### config.mk
export PLATFORM = sky130hd
export DESIGN_NAME = fibEngine
export DESIGN_NICKNAME = d
export VERILOG_FILES = /design/src/verilog/fibCtrlPkg.sv /design/src/verilog/fibDataPkg.sv /design/src/verilog/fibController.sv /design/src/verilog/fibDatapath.sv /design/src/verilog/fibEngine.sv /design/src/verilog/fibRequestIn.sv /design/src/verilog/fibResultOut.sv
export SDC_FILE = /design/constraint.sdc
export NUM_CORES = 1
export LEC_CHECK = 0
export ABC_AREA = 1
export BUFFER_PORTS_ARGS = -buffer_cell sky130_fd_sc_hd__clkbuf_2
export CORE_AREA = 8 8 123 125
export DETAILED_ROUTE_END_ITERATION = 6
export DIE_AREA = 0 0 131 133
export GPL_TIMING_DRIVEN = 1
export PLACE_DENSITY = 0.79
export RECOVER_POWER = 50
export SYNTH_ARGS = -nofsm -noshare
export SYNTH_HDL_FRONTEND = slang
export SYNTH_SLANG_ARGS = --single-unit
### constraint.sdc
create_clock -name clk -period 3.3 [get_ports clk]
set_input_delay 0.99 -clock clk [delete_from_list [all_inputs] [get_ports clk]]
set_output_delay 0.99 -clock clk [all_outputs]
set_load 0.02 [all_outputs]
### src/verilog/fibCtrlPkg.sv
`default_nettype none

package fibCtrlPkg;

    //////////////////////////////
    // function unit opcodes
    //////////////////////////////

    // drives the shared bus
    typedef enum logic [2:0] {
        // f0 plus f1
        fnAdd       = 3'b000,
        // constant one
        fnOne       = 3'b001,
        // index register onto bus
        fnPassIndex = 3'b010,
        // f1 onto bus
        fnPassF1    = 3'b011,
        // counter minus one
        fnDec       = 3'b100
    } fnOp_t;

    //////////////////////////////
    // sequencer states
    //////////////////////////////

    typedef enum logic [3:0] {
        sIdle,
        sLoadIndex,
        sInitTerms,
        sLoadCount,
        sTest,
        sStep,
        sShift,
        sDec,
        sFinish,
        sWaitOut
    } ctrlState_t;

    // one control word per cycle, controller to datapath
    typedef struct packed {
        logic  ldIndex;
        logic  ldCnt;
        logic  ldF0;
        logic  ldF1;
        logic  ldOut;
        fnOp_t fnSel;
        // also zeroes f0 for a fresh run
        logic  clrOverflow;
    } ctrlWord_t;

endpackage

`default_nettype wire

### src/verilog/fibDataPkg.sv
`default_nettype none

package fibDataPkg;

    //////////////////////////////
    // widths
    //////////////////////////////

    // result word width
    parameter int defaultDataWidth = 32;

    // width of the requested index n
    // six bits reach fib(63), well past the 32 bit wrap
    parameter int defaultIndexWidth = 6;

    //////////////////////////////
    // result word
    //////////////////////////////

    // what leaves the engine per request
    // value is fib(n) modulo 2^width
    typedef struct packed {
        logic [defaultDataWidth-1:0] value;
        // sticky, any add carried out of the top bit
        logic                        overflow;
    } fibResult_t;

endpackage

`default_nettype wire

### src/verilog/fibController.sv
`timescale 1ns/100ps
`default_nettype none

module fibController
    import fibDataPkg::*;
    import fibCtrlPkg::*;
#(
    parameter int indexWidth = defaultIndexWidth
) (
    input  logic      clk,
    input  logic      rstN,
    input  logic      idxValid,
    input  logic      cntZero,
    input  logic      outFree,
    output logic      idxTake,
    output ctrlWord_t ctrl,
    output logic      resultLoad
);

    ctrlState_t state;
    ctrlState_t nextState;

    //////////////////////////////
    // state register
    //////////////////////////////

    always_ff @(posedge clk or negedge rstN) begin
        if (!rstN) begin
            state <= sIdle;
        end else begin
            state <= nextState;
        end
    end

    //////////////////////////////
    // next state
    //////////////////////////////

    always_comb begin
        nextState = state;
        case (state)
            sIdle: begin
                if (idxValid) begin
                    nextState = sLoadIndex;
                end
            end
            // setup chain
            sLoadIndex: nextState = sInitTerms;
            sInitTerms: nextState = sLoadCount;
            sLoadCount: nextState = sTest;
            // n of zero skips the loop
            sTest:      nextState = cntZero ? sFinish : sStep;
            // loop body
            sStep:      nextState = sDec;
            sDec:       nextState = sShift;
            // loop ends once the counter reaches zero
            sShift:     nextState = cntZero ? sFinish : sStep;
            // hand off, or park until the sender frees up
            sFinish, sWaitOut: begin
                nextState = outFree ? sIdle : sWaitOut;
            end
            default:    nextState = sIdle;
        endcase
    end

    //////////////////////////////
    // control word decode
    //////////////////////////////

    always_comb begin
        ctrl = '0;
        case (state)
            // index straight in from the receiver
            sLoadIndex: begin
                ctrl.ldIndex = 1'b1;
            end
            // out gets one, f0 and overflow cleared
            sInitTerms: begin
                ctrl.fnSel       = fnOne;
                ctrl.ldOut       = 1'b1;
                ctrl.clrOverflow = 1'b1;
            end
            // counter from index, f1 picks up the one in out
            sLoadCount: begin
                ctrl.fnSel = fnPassIndex;
                ctrl.ldCnt = 1'b1;
                ctrl.ldF1  = 1'b1;
            end
            // out = f0 + f1
            sStep: begin
                ctrl.fnSel = fnAdd;
                ctrl.ldOut = 1'b1;
            end
            // counter down early so the zero flag is ready by shift
            sDec: begin
                ctrl.fnSel = fnDec;
                ctrl.ldCnt = 1'b1;
            end
            // f0 = f1 and f1 = out on the same edge
            sShift: begin
                ctrl.fnSel = fnPassF1;
                ctrl.ldF0  = 1'b1;
                ctrl.ldF1  = 1'b1;
            end
            default: begin
                ctrl = '0;
            end
        endcase
    end

    // pulses
    assign idxTake    = (state == sLoadIndex);
    assign resultLoad = (state == sFinish || state == sWaitOut) && outFree;

endmodule

`default_nettype wire

### src/verilog/fibDatapath.sv
`timescale 1ns/100ps
`default_nettype none

module fibDatapath
    import fibDataPkg::*;
    import fibCtrlPkg::*;
#(
    parameter int dataWidth  = defaultDataWidth,
    parameter int indexWidth = defaultIndexWidth
) (
    input  logic                  clk,
    input  logic                  rstN,
    input  ctrlWord_t             ctrl,
    input  logic [indexWidth-1:0] idxData,
    output logic                  cntZero,
    output fibResult_t            result
);

    // registers
    logic [indexWidth-1:0] indexReg;
    logic [indexWidth-1:0] cntReg;
    logic [dataWidth-1:0]  f0Reg;
    logic [dataWidth-1:0]  f1Reg;
    logic [dataWidth-1:0]  outReg;
    logic                  overflowReg;

    // function unit
    logic [dataWidth:0]    sum;
    logic [indexWidth-1:0] cntDec;
    logic [dataWidth-1:0]  busData;

    //////////////////////////////
    // function unit onto the bus
    //////////////////////////////

    // one extra bit keeps the carry
    assign sum    = {1'b0, f0Reg} + {1'b0, f1Reg};
    assign cntDec = cntReg - 1'b1;

    always_comb begin
        case (ctrl.fnSel)
            fnAdd:       busData = sum[dataWidth-1:0];
            fnOne:       busData = dataWidth'(1);
            fnPassIndex: busData = dataWidth'(indexReg);
            fnPassF1:    busData = f1Reg;
            fnDec:       busData = dataWidth'(cntDec);
            default:     busData = '0;
        endcase
    end

    //////////////////////////////
    // counter and overflow
    //////////////////////////////

    always_ff @(posedge clk or negedge rstN) begin
        if (!rstN) begin
            cntReg      <= '0;
            overflowReg <= 1'b0;
        end else begin
            // low bits of the bus only
            if (ctrl.ldCnt) begin
                cntReg <= busData[indexWidth-1:0];
            end
            // sticky until the next run starts
            if (ctrl.clrOverflow) begin
                overflowReg <= 1'b0;
            end else if (ctrl.ldOut && ctrl.fnSel == fnAdd && sum[dataWidth]) begin
                overflowReg <= 1'b1;
            end
        end
    end

    //////////////////////////////
    // index and term registers
    //////////////////////////////

    always_ff @(posedge clk) begin
        // index comes from the receiver, not the bus
        if (ctrl.ldIndex) begin
            indexReg <= idxData;
        end
        // fib(0) term at start of a run
        if (ctrl.clrOverflow) begin
            f0Reg <= '0;
        end else if (ctrl.ldF0) begin
            f0Reg <= busData;
        end
        // f1 is fed from out only
        if (ctrl.ldF1) begin
            f1Reg <= outReg;
        end
        if (ctrl.ldOut) begin
            outReg <= busData;
        end
    end

    // loop test for the controller
    assign cntZero = (cntReg == '0);

    // f0 holds fib(n) once the loop ends
    assign result.value    = f0Reg;
    assign result.overflow = overflowReg;

endmodule

`default_nettype wire

### src/verilog/fibEngine.sv
`timescale 1ns/100ps
`default_nettype none

module fibEngine
    import fibDataPkg::*;
    import fibCtrlPkg::*;
#(
    parameter int dataWidth  = defaultDataWidth,
    parameter int indexWidth = defaultIndexWidth
) (
    input  logic                  clk,
    input  logic                  rstN,
    input  logic                  inReq,
    input  logic [indexWidth-1:0] inIndex,
    input  logic                  outAck,
    output logic                  inAck,
    output logic                  outReq,
    output fibResult_t            outResult
);

    // receiver to controller and datapath
    logic                  idxValid;
    logic                  idxTake;
    logic [indexWidth-1:0] idxData;

    // controller and datapath
    ctrlWord_t             ctrl;
    logic                  cntZero;
    fibResult_t            dpResult;

    // controller to sender
    logic                  resultLoad;
    logic                  outFree;

    //////////////////////////////
    // three stages
    //////////////////////////////

    fibRequestIn #(.indexWidth(indexWidth)) uRequestIn (
        .clk(clk), .rstN(rstN), .inReq(inReq), .inIndex(inIndex),
        .idxTake(idxTake), .inAck(inAck), .idxValid(idxValid), .idxData(idxData)
    );

    fibController #(.indexWidth(indexWidth)) uController (
        .clk(clk), .rstN(rstN), .idxValid(idxValid), .cntZero(cntZero),
        .outFree(outFree), .idxTake(idxTake), .ctrl(ctrl), .resultLoad(resultLoad)
    );

    fibDatapath #(.dataWidth(dataWidth), .indexWidth(indexWidth)) uDatapath (
        .clk(clk), .rstN(rstN), .ctrl(ctrl), .idxData(idxData),
        .cntZero(cntZero), .result(dpResult)
    );

    fibResultOut #(.dataWidth(dataWidth)) uResultOut (
        .clk(clk), .rstN(rstN), .resultLoad(resultLoad), .result(dpResult),
        .outAck(outAck), .outFree(outFree), .outReq(outReq), .outResult(outResult)
    );

endmodule

`default_nettype wire

### src/verilog/fibRequestIn.sv
`timescale 1ns/100ps
`default_nettype none

module fibRequestIn
    import fibDataPkg::*;
#(
    parameter int indexWidth = defaultIndexWidth
) (
    input  logic                  clk,
    input  logic                  rstN,
    input  logic                  inReq,
    input  logic [indexWidth-1:0] inIndex,
    input  logic                  idxTake,
    output logic                  inAck,
    output logic                  idxValid,
    output logic [indexWidth-1:0] idxData
);

    // receiver states
    typedef enum logic [1:0] {
        rxEmpty,
        rxHold,
        rxAck
    } rxState_t;

    rxState_t              rxState;
    logic [indexWidth-1:0] indexHold;

    //////////////////////////////
    // four phase receive
    //////////////////////////////

    always_ff @(posedge clk or negedge rstN) begin
        if (!rstN) begin
            rxState <= rxEmpty;
        end else begin
            case (rxState)
                // new request seen
                rxEmpty: if (inReq) begin
                    rxState <= rxHold;
                end
                // offered until the controller grabs it
                rxHold: if (idxTake) begin
                    rxState <= rxAck;
                end
                // ack stays up until req returns low
                rxAck: if (!inReq) begin
                    rxState <= rxEmpty;
                end
                default: rxState <= rxEmpty;
            endcase
        end
    end

    // index captured once per request
    always_ff @(posedge clk) begin
        if (rxState == rxEmpty && inReq) begin
            indexHold <= inIndex;
        end
    end

    assign idxValid = (rxState == rxHold);
    assign inAck    = (rxState == rxAck);
    assign idxData  = indexHold;

endmodule

`default_nettype wire

### src/verilog/fibResultOut.sv
`timescale 1ns/100ps
`default_nettype none

module fibResultOut
    import fibDataPkg::*;
#(
    parameter int dataWidth = defaultDataWidth
) (
    input  logic       clk,
    input  logic       rstN,
    input  logic       resultLoad,
    input  fibResult_t result,
    input  logic       outAck,
    output logic       outFree,
    output logic       outReq,
    output fibResult_t outResult
);

    // sender states
    typedef enum logic [1:0] {
        txFree,
        txReq,
        txWaitLow
    } txState_t;

    txState_t             txState;
    logic [dataWidth-1:0] holdValue;
    logic                 holdOverflow;

    //////////////////////////////
    // four phase send
    //////////////////////////////

    always_ff @(posedge clk or negedge rstN) begin
        if (!rstN) begin
            txState <= txFree;
        end else begin
            case (txState)
                txFree: if (resultLoad) begin
                    txState <= txReq;
                end
                // drop req once the consumer has it
                txReq: if (outAck) begin
                    txState <= txWaitLow;
                end
                // free only after ack returns low
                txWaitLow: if (!outAck) begin
                    txState <= txFree;
                end
                default: txState <= txFree;
            endcase
        end
    end

    // held steady for the whole handshake
    always_ff @(posedge clk) begin
        if (resultLoad && txState == txFree) begin
            holdValue    <= result.value;
            holdOverflow <= result.overflow;
        end
    end

    assign outFree            = (txState == txFree);
    assign outReq             = (txState == txReq);
    assign outResult.value    = holdValue;
    assign outResult.overflow = holdOverflow;

endmodule

`default_nettype wire
Yosys cells after proc, flatten, opt, wreduce, memory -nomap -nowiden
Cells that the tools add are included. Widths: inputs -> output; s select.

Register bits after elaboration: 156. Logic and storage cells: 79.

Add/sub/neg operators: 2. Equality and inequality tests: 24. Multiplexer cells: 22. Reduce and logical (&&, ||, !) cells: 19.

Operators by type and width (count): $pmux 32 s5 (1); $add 32x32->33 (1); $pmux 4 s8 (1); $eq 4x3->1 const B (4); $mux 2 (6); $mux 4 (3); $pmux 2 s3 (2); $pmux 3 s4 (1); $ne 2x2->1 const B (5); $reduce_or 2->1 (5); $eq 4x2->1 const B (2); $eq 4x4->1 const B (2); $mux 1 (8); $eq 3x2->1 const B (2); $logic_not 6->1 (1); $reduce_and 3->1 (2); $sub 6x1->6 const B (1); $logic_and 1x1->1 (5); $eq 2x1->1 const B (2); $eq 2x2->1 const B (2); $eq 4x1->1 const B (1); $logic_not 2->1 (2); $logic_not 4->1 (1); $ne 2x1->1 const B (2); 5 further kinds (5).

Longest topological paths before layout
Gate-level depths: netlist of the first run.

Depth after elaboration: 7. Depth in mapped cells: 13.

By module
A second synthesis of the first run with hierarchy kept.

Cells, all modules: 1050. Area total of the unflattened synthesis: 8460.6 um^2.

By module, submodules not included: fibDatapath (instances 1, cells each 936, area each 6789.0 um^2, sequential area each 2917.8 um^2); fibResultOut (instances 1, cells each 48, area each 1097.3 um^2, sequential area each 1041.0 um^2); fibController (instances 1, cells each 45, area each 291.5 um^2, sequential area each 100.1 um^2); fibRequestIn (instances 1, cells each 21, area each 282.8 um^2, sequential area each 230.2 um^2).

Least setup slack after synthesis of the first run
No wires, ideal clock.

Path type: flip-flop to flip-flop. Start point: reg uController.state[2]. End point: reg uResultOut.holdOverflow (enable). Library setup time: 0.423 ns. Arrival: 2.079 ns. Data required time: 2.877 ns. Path slack: 0.798 ns. Cell stages (with the launch flop): 4. Buffers on the path: 0. Period minus slack after synthesis: 2.502 ns. Cell sequence: dfrtp_1 nor2_1 nand2_1 nor2_1.

Longest elaborated chain between the ends: 4.

Ends and longest elaborated chain: start, declared (line fibController.sv:20) `ctrlState_t state;`; start signal, assigned (line fibController.sv:29) `state <= sIdle;`; start signal, assigned (line fibController.sv:31) `state <= nextState;`; $eq 4x4->1 (line fibController.sv:113) `assign resultLoad = (state == sFinish || state == sWaitOut) && outFree;`; $logic_or 1x1->1 (*) (line fibController.sv:113); $logic_and 1x1->1 (*) (line fibController.sv:113); $logic_and 1x1->1 (*) (line fibResultOut.sv:57) `if (resultLoad && txState == txFree) begin`; end signal, assigned (line fibResultOut.sv:59) `holdOverflow <= result.overflow;`; end, declared (line fibResultOut.sv:28) `logic holdOverflow;`.

Every way passes the cells marked *; elsewhere a longest branch is shown, timed or not. A chain may end at the register's enable or synchronous reset.

Final worst setup path of the first run
Start point: reg uController.state[2]. End point: reg uResultOut.holdValue[6] (enable).

Longest elaborated chain between the ends: 4.

Ends and longest elaborated chain: $eq 4x4->1 (line fibController.sv:113); $logic_or 1x1->1 (*) (line fibController.sv:113); $logic_and 1x1->1 (*) (line fibController.sv:113); $logic_and 1x1->1 (*) (line fibResultOut.sv:57); end signal, assigned (line fibResultOut.sv:58) `holdValue <= result.value;`; end, declared (line fibResultOut.sv:27) `logic [dataWidth-1:0] holdValue;`.

Marks and branches as above.

==> results of run 1 <==
## cells by family after synthesis
| kind of cell | share of synthesized area (%) |
|---|---|
| simple gates | 26.0 |
| buf+inv | 8.51 |
| flops | 54.2 |
| compound gates | 5.25 |
| fa+ha+maj | 5.63 |
| xor+xnor | 0.332 |
## sequential cells by signal, indices dropped and copies added (netlist names)
name                     flops
uRequestIn.idxData           6
uRequestIn.rxState           2
uDatapath.cntReg             6
uDatapath.outReg            32
uDatapath.f0Reg             32
uDatapath.overflowReg        1
uDatapath.indexReg           6
uResultOut.txState           2
uDatapath.f1Reg             32
uResultOut.holdValue        32
uController.state            4
uResultOut.holdOverflow      1
## Yosys cell counts, drive strengths merged
| master | count |
|---|---|
| inv | 166 |
| nand3b | 1 |
| fa | 1 |
| nor2 | 54 |
| nand4 | 6 |
| xnor2 | 2 |
| o21bai | 2 |
| o21ai | 38 |
| and2 | 2 |
| edfxtp | 109 |
| ha | 34 |
| dfxtp | 32 |
| nand3 | 55 |
| dfrtp | 15 |
| a21o | 1 |
| nor3 | 9 |
| a21oi | 35 |
| xor2 | 1 |
| a32oi | 1 |
| o22ai | 3 |
| or2 | 5 |
| nor4 | 1 |
| clkbuf | 3 |
| nand2 | 369 |
| buf | 7 |
## cell type report
cell class / count / area, um^2 / share of cell area, %
clock buffer: 20 / 467 / 5.18
clock inverter: 12 / 230 / 2.56
inverter: 166 / 623 / 6.92
multi-input combinational: 620 / 2940 / 32.7
sequential: 156 / 4290 / 47.6
tap: 176 / 220 / 2.44
timing repair buffer: 49 / 238 / 2.64
## per-stage QoR
stage | hold WS (ps) | utilization, % | cell area, um^2 | std cells
finish | 415 | 68.9 | 9010 | 1199
global route | 423 | 68.9 | 9010 | 1199
CTS | 418 | 69.2 | 9050 | 1199
detailed placement | 405 | 63.9 | 8360 | 1167
global placement | 401 | 63.9 | 8360 | 1167
floorplan | 400 | - | 7910 | 952
## report_power, final
part           switching, mW  internal (mW)
clock                  0.773           1.49
sequential             0.403           3.16
combinational           2.87           1.30
## critical path, cell delays in order, from the launching register on
cell and delay, ps:
dfrtp_1 480, nor2_1 180, nand2_1 110, nor2_1 1220
buf_4 480
## path summary, 6_finish.rpt
kind / start / end / slack, ps / cells after the start
worst max-delay path: uController.state[2] / uResultOut.holdValue[6] / 500 / 4
worst min-delay path: uDatapath.outReg[23] / uDatapath.f1Reg[23] / 420 / 0
worst max register to register: uController.state[2] / uResultOut.holdValue[6] / 500 / 4
worst min register to register: uDatapath.outReg[23] / uDatapath.f1Reg[23] / 420 / 0
max in group asynchronous: rstN / uResultOut.txState[0] / 2150 / 1
min in group asynchronous: rstN / uDatapath.overflowReg / 640 / 1
## per-layer routing
metal	track usage [%]	routed length, um
met5	0	0
met4	8.36	386
met3	5.22	1200
met2	33.1	8030
met1	26.9	7840
==> results.toml, run 1 <==
[sta]
hold_violations = 0
fin_crit_sh_pct = 84.8
finalSetupViolCount = 0
maxSlewViolCount = 16
rsz0062_at_grt = "false"
clock_skew_ps = 7.41
finalSetupTns_ps = 0
worst_slew_pin_slew_ps = 1640
post-route-min-period_ps = 2800
timing.fmax_mhz = 357
layout_setup_ws_ps = 501
max_slew_margin_pct = -9.51

[clocking]
cts_hold_buf = 0
cts_resized = 0
cts-root-buf = "clkbuf_16"
cts_made_buffers = 17
clk_latency_ps = 420
postCtsSetupRepairBufs = 0
cts.sinks = 156
cts_buffer_depth = 2
htreeDepth = 4
path_clk_slew_ps = 60
cts_tree = "built"

[logic_synthesis]
netlist_area_um2 = 7910
yosys_warnings = 0
synth.area.top_cells = "edfxtp_1 41%, nand2_1 18%, dfxtp_1 8.1%"
synthCells = 952
yosysTopAreaCellShare_pct = 41.4
syn_avg_cell_area_um2 = 8.31
synth_nets = 997
synth.distinct_cells = 33
synth_seq_cells = 156
yosysSeqAreaShare_pct = 54.2
yosys.area.top_type = "edfxtp_1"

[setup_path]
endpoint_kind = "flip-flop"
worstSetupPathType = "reg -> reg"
arrival_ps = 2900
critPathRequiredTime_ps = 3400
startpoint_type = "flip-flop"
cp_max_fo = 19

[global_route]
grt_pass1_vias = 5862
grt_pass1_wl_um = 28300
grt_max_degree = 34
track_usage_pct = 21.0
overflow = 0
antenna_found_initial = 0

[status]
outcome = "complete, but fails checks"
violations = "max-capacitance violations, max-slew violations"

[routing]
drtAntennaViolNets = 0
wl_per_cell_um = 14.6
drt_pre_antenna_iters = 5
viasPerCell = 5.14
drtIter0Drc = 554
drc = 0
wirelength_um = 17500
via_count = 6159

[power]
total_power_mw = 9.99
p_leak_nw = 4.39
vdd_drop_max_mv = 0.676
powerDensity_nw_per_um2 = 1110

[layout]
drive_gt1_share_pct = 6.84
final_cell_mix = "369 x nand2_1, 163 x inv_1, 109 x edfxtp_1"
diodes = 0
syn2layout_area_growth_pct = 13.9
fin_nets = 1055
num-fill-cells = 1065
final_common_cell = "nand2_1"

[worst_hold_path]
hp-class = "reg -> reg"

[die]
chipHeight_um = 133
design.core.area_um2 = 13100
core.rowCount = 42
die-width_um = 131
start_util_pct = 60.4
die_area_um2 = 17400
ios = 45

[placed_design]
port_buffers = 44
gp_congestion = 0.970
dp_hpwl_um = 12700
dp_slack_ps = 716

[job]
maxCapViolations = 1
(Power assumes the default switching activity.)
==> run 2: changes to the inputs <==
Settings changed: CORE_AREA 8 8 123 125 to 8 8 129 131, DIE_AREA 0 0 131 133 to 0 0 137 139, PLACE_DENSITY 0.79 to 0.75.
Clock period 3.3 ns to 2.3 ns, I/O delays scaled along.
==> run 2 against run 1 <==
  * The flow now finishes without violations
  * Clock skew is 4.7 ps higher
  * Via count is 0.65% higher
  * Critical path depth is 8 higher
==> results.toml, run 2 (synthesis gave the netlist of run 1 again) <==
[routing]
drc = 0
via_count = 6199
drtAntennaViolNets = 0
drtIter0Drc = 470
wirelength_um = 17900
wl_per_cell_um = 14.7
drt_pre_antenna_iters = 5
viasPerCell = 5.07

[global_route]
grt_pass1_wl_um = 29500
grt_use_met1_pct = 26.7
top_usage_layer = "met2"
track_usage_pct = 19.8
grtUsageMet3_pct = 4.42
grt_pass1_vias = 5919
use_met2_pct = 30.8
antenna_found_initial = 0
overflow = 0
grt_max_degree = 33

[clocking]
cts_made_buffers = 17
htreeDepth = 4
path_clk_slew_ps = 70
cts_buffer_depth = 2
cts.sinks = 156
cts_tree = "built"
cts-root-buf = "clkbuf_16"
cts_hold_buf = 0
clk_latency_ps = 430

[layout]
num-fill-cells = 1307
syn2layout_area_growth_pct = 15.0
final_util_pct = 61.7
multi_input_area_um2 = 2980
final_common_cell = "nand2_1"
final_cell_mix = "367 x nand2_1, 165 x inv_1, 109 x edfxtp_1"
fin_nets = 1066
register_area_um2 = 4290
drive_gt1_share_pct = 10.6
diodes = 0

[placed_design]
dp_hpwl_um = 13100
port_buffers = 44
gp_congestion = 0.922

[sta]
post-route-min-period_ps = 2200
finalSetupTns_ps = 0
maxSlewViolCount = 0
finalSetupViolCount = 0
max_slew_margin_pct = 39.6
fin_crit_sh_pct = 95.5
worst_slew_pin_slew_ps = 906
timing.fmax_mhz = 455
clock_skew_ps = 12.1
hold_violations = 0

[die]
start_util_pct = 53.6
core.rowCount = 45
die_area_um2 = 19000
design.core.area_um2 = 14800
ios = 45
die-width_um = 137
chipHeight_um = 139

[setup_path]
cp.depth = 12
critPathRequiredTime_ps = 2490
worstSetupPathType = "reg -> reg"
crit_path_start = "uDatapath.f1Reg[0]"
max_stage_delay_ps = 430
endpoint_kind = "flip-flop"
cp_top_family = "simple AND/OR/NAND/NOR gates"
startpoint_type = "flip-flop"
crit_slowest_cell = "edfxtp_1"
ff2ff_path_depth = 12
arrival_ps = 2390
path_buf_inv = 0
reg2reg_from = "uDatapath.f1Reg[0]"
crit_top_cell = "nand2_1"
path_cells = "ha_2 -> fa_1 -> nand3_1 -> nand3_2 -> nand2_1 -> nand2_1 -> nand2_1 -> nand2_1 -> nand2_1 -> nand3_1 -> nand3_1 -> nand2_1"
cp_max_fo = 4

[job]
maxCapViolations = 0

[worst_hold_path]
hp-class = "in -> async"

[power]
total_power_mw = 14.2
p_leak_nw = 4.48
vdd_drop_max_mv = 0.797
powerDensity_nw_per_um2 = 1560

[status]
outcome = "finished clean"
[run 2: final timing paths]
path                                         to  slack [ps]
setup / recovery           uDatapath.outReg[24]         100
hold / removal              uDatapath.cntReg[5]         370
setup reg to reg           uDatapath.outReg[24]         100
hold reg to reg             uDatapath.f1Reg[17]         420
max in group asynchronous  uController.state[2]        1380
min in group clk            uDatapath.f1Reg[17]         420
[run 2: routing by layer]
layer  up-vias  part of all wire, %
met2       175                   46
met1      2826                   46
met5         -                    0
li1       3173                    -
met3        25                  6.3
met4         0                  1.5
[run 2: where the power goes]
| group | leakage [nW] | internal (mW) | switching [mW] | total [mW] |
|---|---|---|---|---|
| Clock | 0.299 | 1.77 | 1.19 | 2.95 |
| Sequential | 1.47 | 4.53 | 0.575 | 5.11 |
| Combinational | 2.71 | 1.99 | 4.14 | 6.13 |
| Total | 4.48 | 8.29 | 5.90 | 14.2 |
[run 2: timing repair]
item,CTS,global route
buffers inserted,0,1
cloned,0,0
setup endpoints to repair,1,12
resized for setup,1,12
[run 2: final cells by class]
| class | instances | share of cell area [%] |
|---|---|---|
| sequential | 156 | 47.2 |
| multi-input combinational | 620 | 32.8 |
| inverter | 166 | 6.85 |
| clock buffer | 19 | 4.87 |
| timing repair buffer | 60 | 3.74 |
| tap | 188 | 2.59 |
| clock inverter | 13 | 1.98 |
[run 2: stage by stage]
stage	hold slack [ps]	setup slack [ps]	area (um^2)	cells
floorplan	394	184	7910	952
global placement	400	59.1	8450	1189
detailed placement	405	34.2	8450	1189
CTS	183	14.7	9070	1221
global route	417	-1.44	9090	1222
finish	367	104	9090	1222
==> run 3: changes to the inputs <==
Settings changed: CORE_AREA 8 8 129 131 to 8 8 135 137, DIE_AREA 0 0 137 139 to 0 0 143 145, PLACE_DENSITY 0.75 to 0.69, TNS_END_PERCENT set to 10.
==> run 3 against run 2 <==
  * Clock skew is 4.3 ps lower
  * Die area is 8.9% higher
  * Non-clock buffer count is 6 higher
  * Critical endpoint is now uDatapath.outReg[27]
  * Largest cell class unchanged
  * Highest routed layer unchanged
==> results.toml, run 3 (synthesis gave the netlist of run 1 again) <==
[layout]
final_cell_mix = "369 x nand2_1, 163 x inv_1, 109 x edfxtp_1"
final_util_pct = 56.6
diodes = 0
drive_gt1_share_pct = 11.3
fin_nets = 1072
syn2layout_area_growth_pct = 15.7
num-fill-cells = 1452
multi_input_area_um2 = 2970
register_area_um2 = 4290
final_common_cell = "nand2_1"

[die]
design.core.area_um2 = 16200
chipHeight_um = 145
die_area_um2 = 20700
core.rowCount = 47
ios = 45
die-width_um = 143
start_util_pct = 48.9

[placed_design]
dp_hpwl_um = 13100
gp_congestion = 0.937
port_buffers = 44

[global_route]
overflow = 0
grt_max_degree = 28
track_usage_pct = 18.1
grt_pass1_wl_um = 29500
grt_pass1_vias = 5935
antenna_found_initial = 0

[sta]
max_slew_margin_pct = 41.6
whs_ps = 345
fin_crit_sh_pct = 94.0
hold_violations = 0
finalSetupViolCount = 0
timing.fmax_mhz = 462
maxSlewViolCount = 0
post-route-min-period_ps = 2160
worst_slew_pin_slew_ps = 875
clock_skew_ps = 7.77
rsz0062_at_grt = "true"

[routing]
wl_per_cell_um = 14.1
drtAntennaViolNets = 0
wirelength_um = 17800
drtIter0Drc = 492
via_count = 6103
viasPerCell = 4.84
drc = 0
drt_pre_antenna_iters = 5

[worst_hold_path]
hp-class = "in -> async"

[clocking]
cts.sinks = 156
cts_resized = 1
cts_buffer_depth = 2
path_clk_slew_ps = 70
cts_hold_buf = 0
cts_made_buffers = 17
clk_latency_ps = 440
htreeDepth = 4
cts-root-buf = "clkbuf_16"
postCtsSetupRepairBufs = 0
cts_tree = "built"

[job]
maxCapViolations = 0

[status]
outcome = "finished clean"

[setup_path]
startpoint_type = "flip-flop"
ff2ff_path_depth = 11
critPathRequiredTime_ps = 2490
cp_max_fo = 4
arrival_ps = 2360
endpoint_kind = "flip-flop"
worstSetupPathType = "reg -> reg"

[power]
p_leak_nw = 4.52
vdd_drop_max_mv = 0.853
powerDensity_nw_per_um2 = 1550
-- run 3: changes by cell type in the layout (fill, tap and decap cells not counted), moves of 3 or more --
cell	before	now
buf_4	12	19
clkbuf_1	5	2
ha_1	28	32
nor2_4	3	6
o21ai_0	35	32
o21ai_1	2	6
-- run 3: metal layers --
| metal | vias up | wire (um) | GRT usage [%] |
|---|---|---|---|
| met1 | 2766 | 8590 | 24.7 |
| li1 | 3185 | - | - |
| met4 | 0 | 395 | 6.91 |
| met3 | 25 | 901 | 3.67 |
| met2 | 127 | 7900 | 27.8 |
| met5 | - | 0 | 0 |
-- run 3: worst paths after layout --
check                                        end                   from  slack (ps)
hold / removal              uController.state[0]                   rstN         350
hold reg to reg            uDatapath.indexReg[3]  uRequestIn.idxData[3]         420
setup / recovery            uDatapath.outReg[27]    uDatapath.f1Reg[18]         140
max in group asynchronous    uDatapath.cntReg[1]                   rstN        1410
setup reg to reg            uDatapath.outReg[27]    uDatapath.f1Reg[18]         140
min in group clk           uDatapath.indexReg[3]  uRequestIn.idxData[3]         420
-- run 3: cell type report --
class | instances | area share (%)
Sequential cell | 156 | 46.9
Timing Repair Buffer | 66 | 4.27
Clock buffer | 18 | 4.80
Inverter | 166 | 6.81
Clock inverter | 14 | 1.74
Multi-Input combinational cell | 620 | 32.5
Tap cell | 220 | 3.01
-- run 3: worst max-delay path: stages (launching register included) --
cell,delay (ps)
edfxtp_1,410
ha_1,380
nand2_1,140
nor2_1,160
inv_1,50
nor2_1,220
and2_1,170
nand2_1,110
nand2_1,100
nand2_1,50
nand3_1,70
nand2_1,70
-- run 3: stage by stage --
| step | instances | worst slack [ps] | cell area [um^2] | setup TNS (ps) | total power [mW] |
|---|---|---|---|---|---|
| after floorplan | 952 | 184 | 7910 | 0 | 9.34 |
| after global placement | 1228 | 59.0 | 8540 | 0 | 11.2 |
| after detailed placement | 1228 | 0.803 | 8540 | 0 | 11.2 |
| after CTS | 1260 | 38.4 | 9140 | 0 | 14.1 |
| final | 1260 | 137 | 9150 | 0 | 14.2 |
| after global routing | 1260 | -11.6 | 9150 | -15.9 | 15.3 |
-- run 3: power breakdown --
group | internal, mW | switching (mW)
Clock | 1.65 | 1.17
Sequential | 4.53 | 0.572
Combinational | 2.07 | 4.16
Total | 8.25 | 5.91
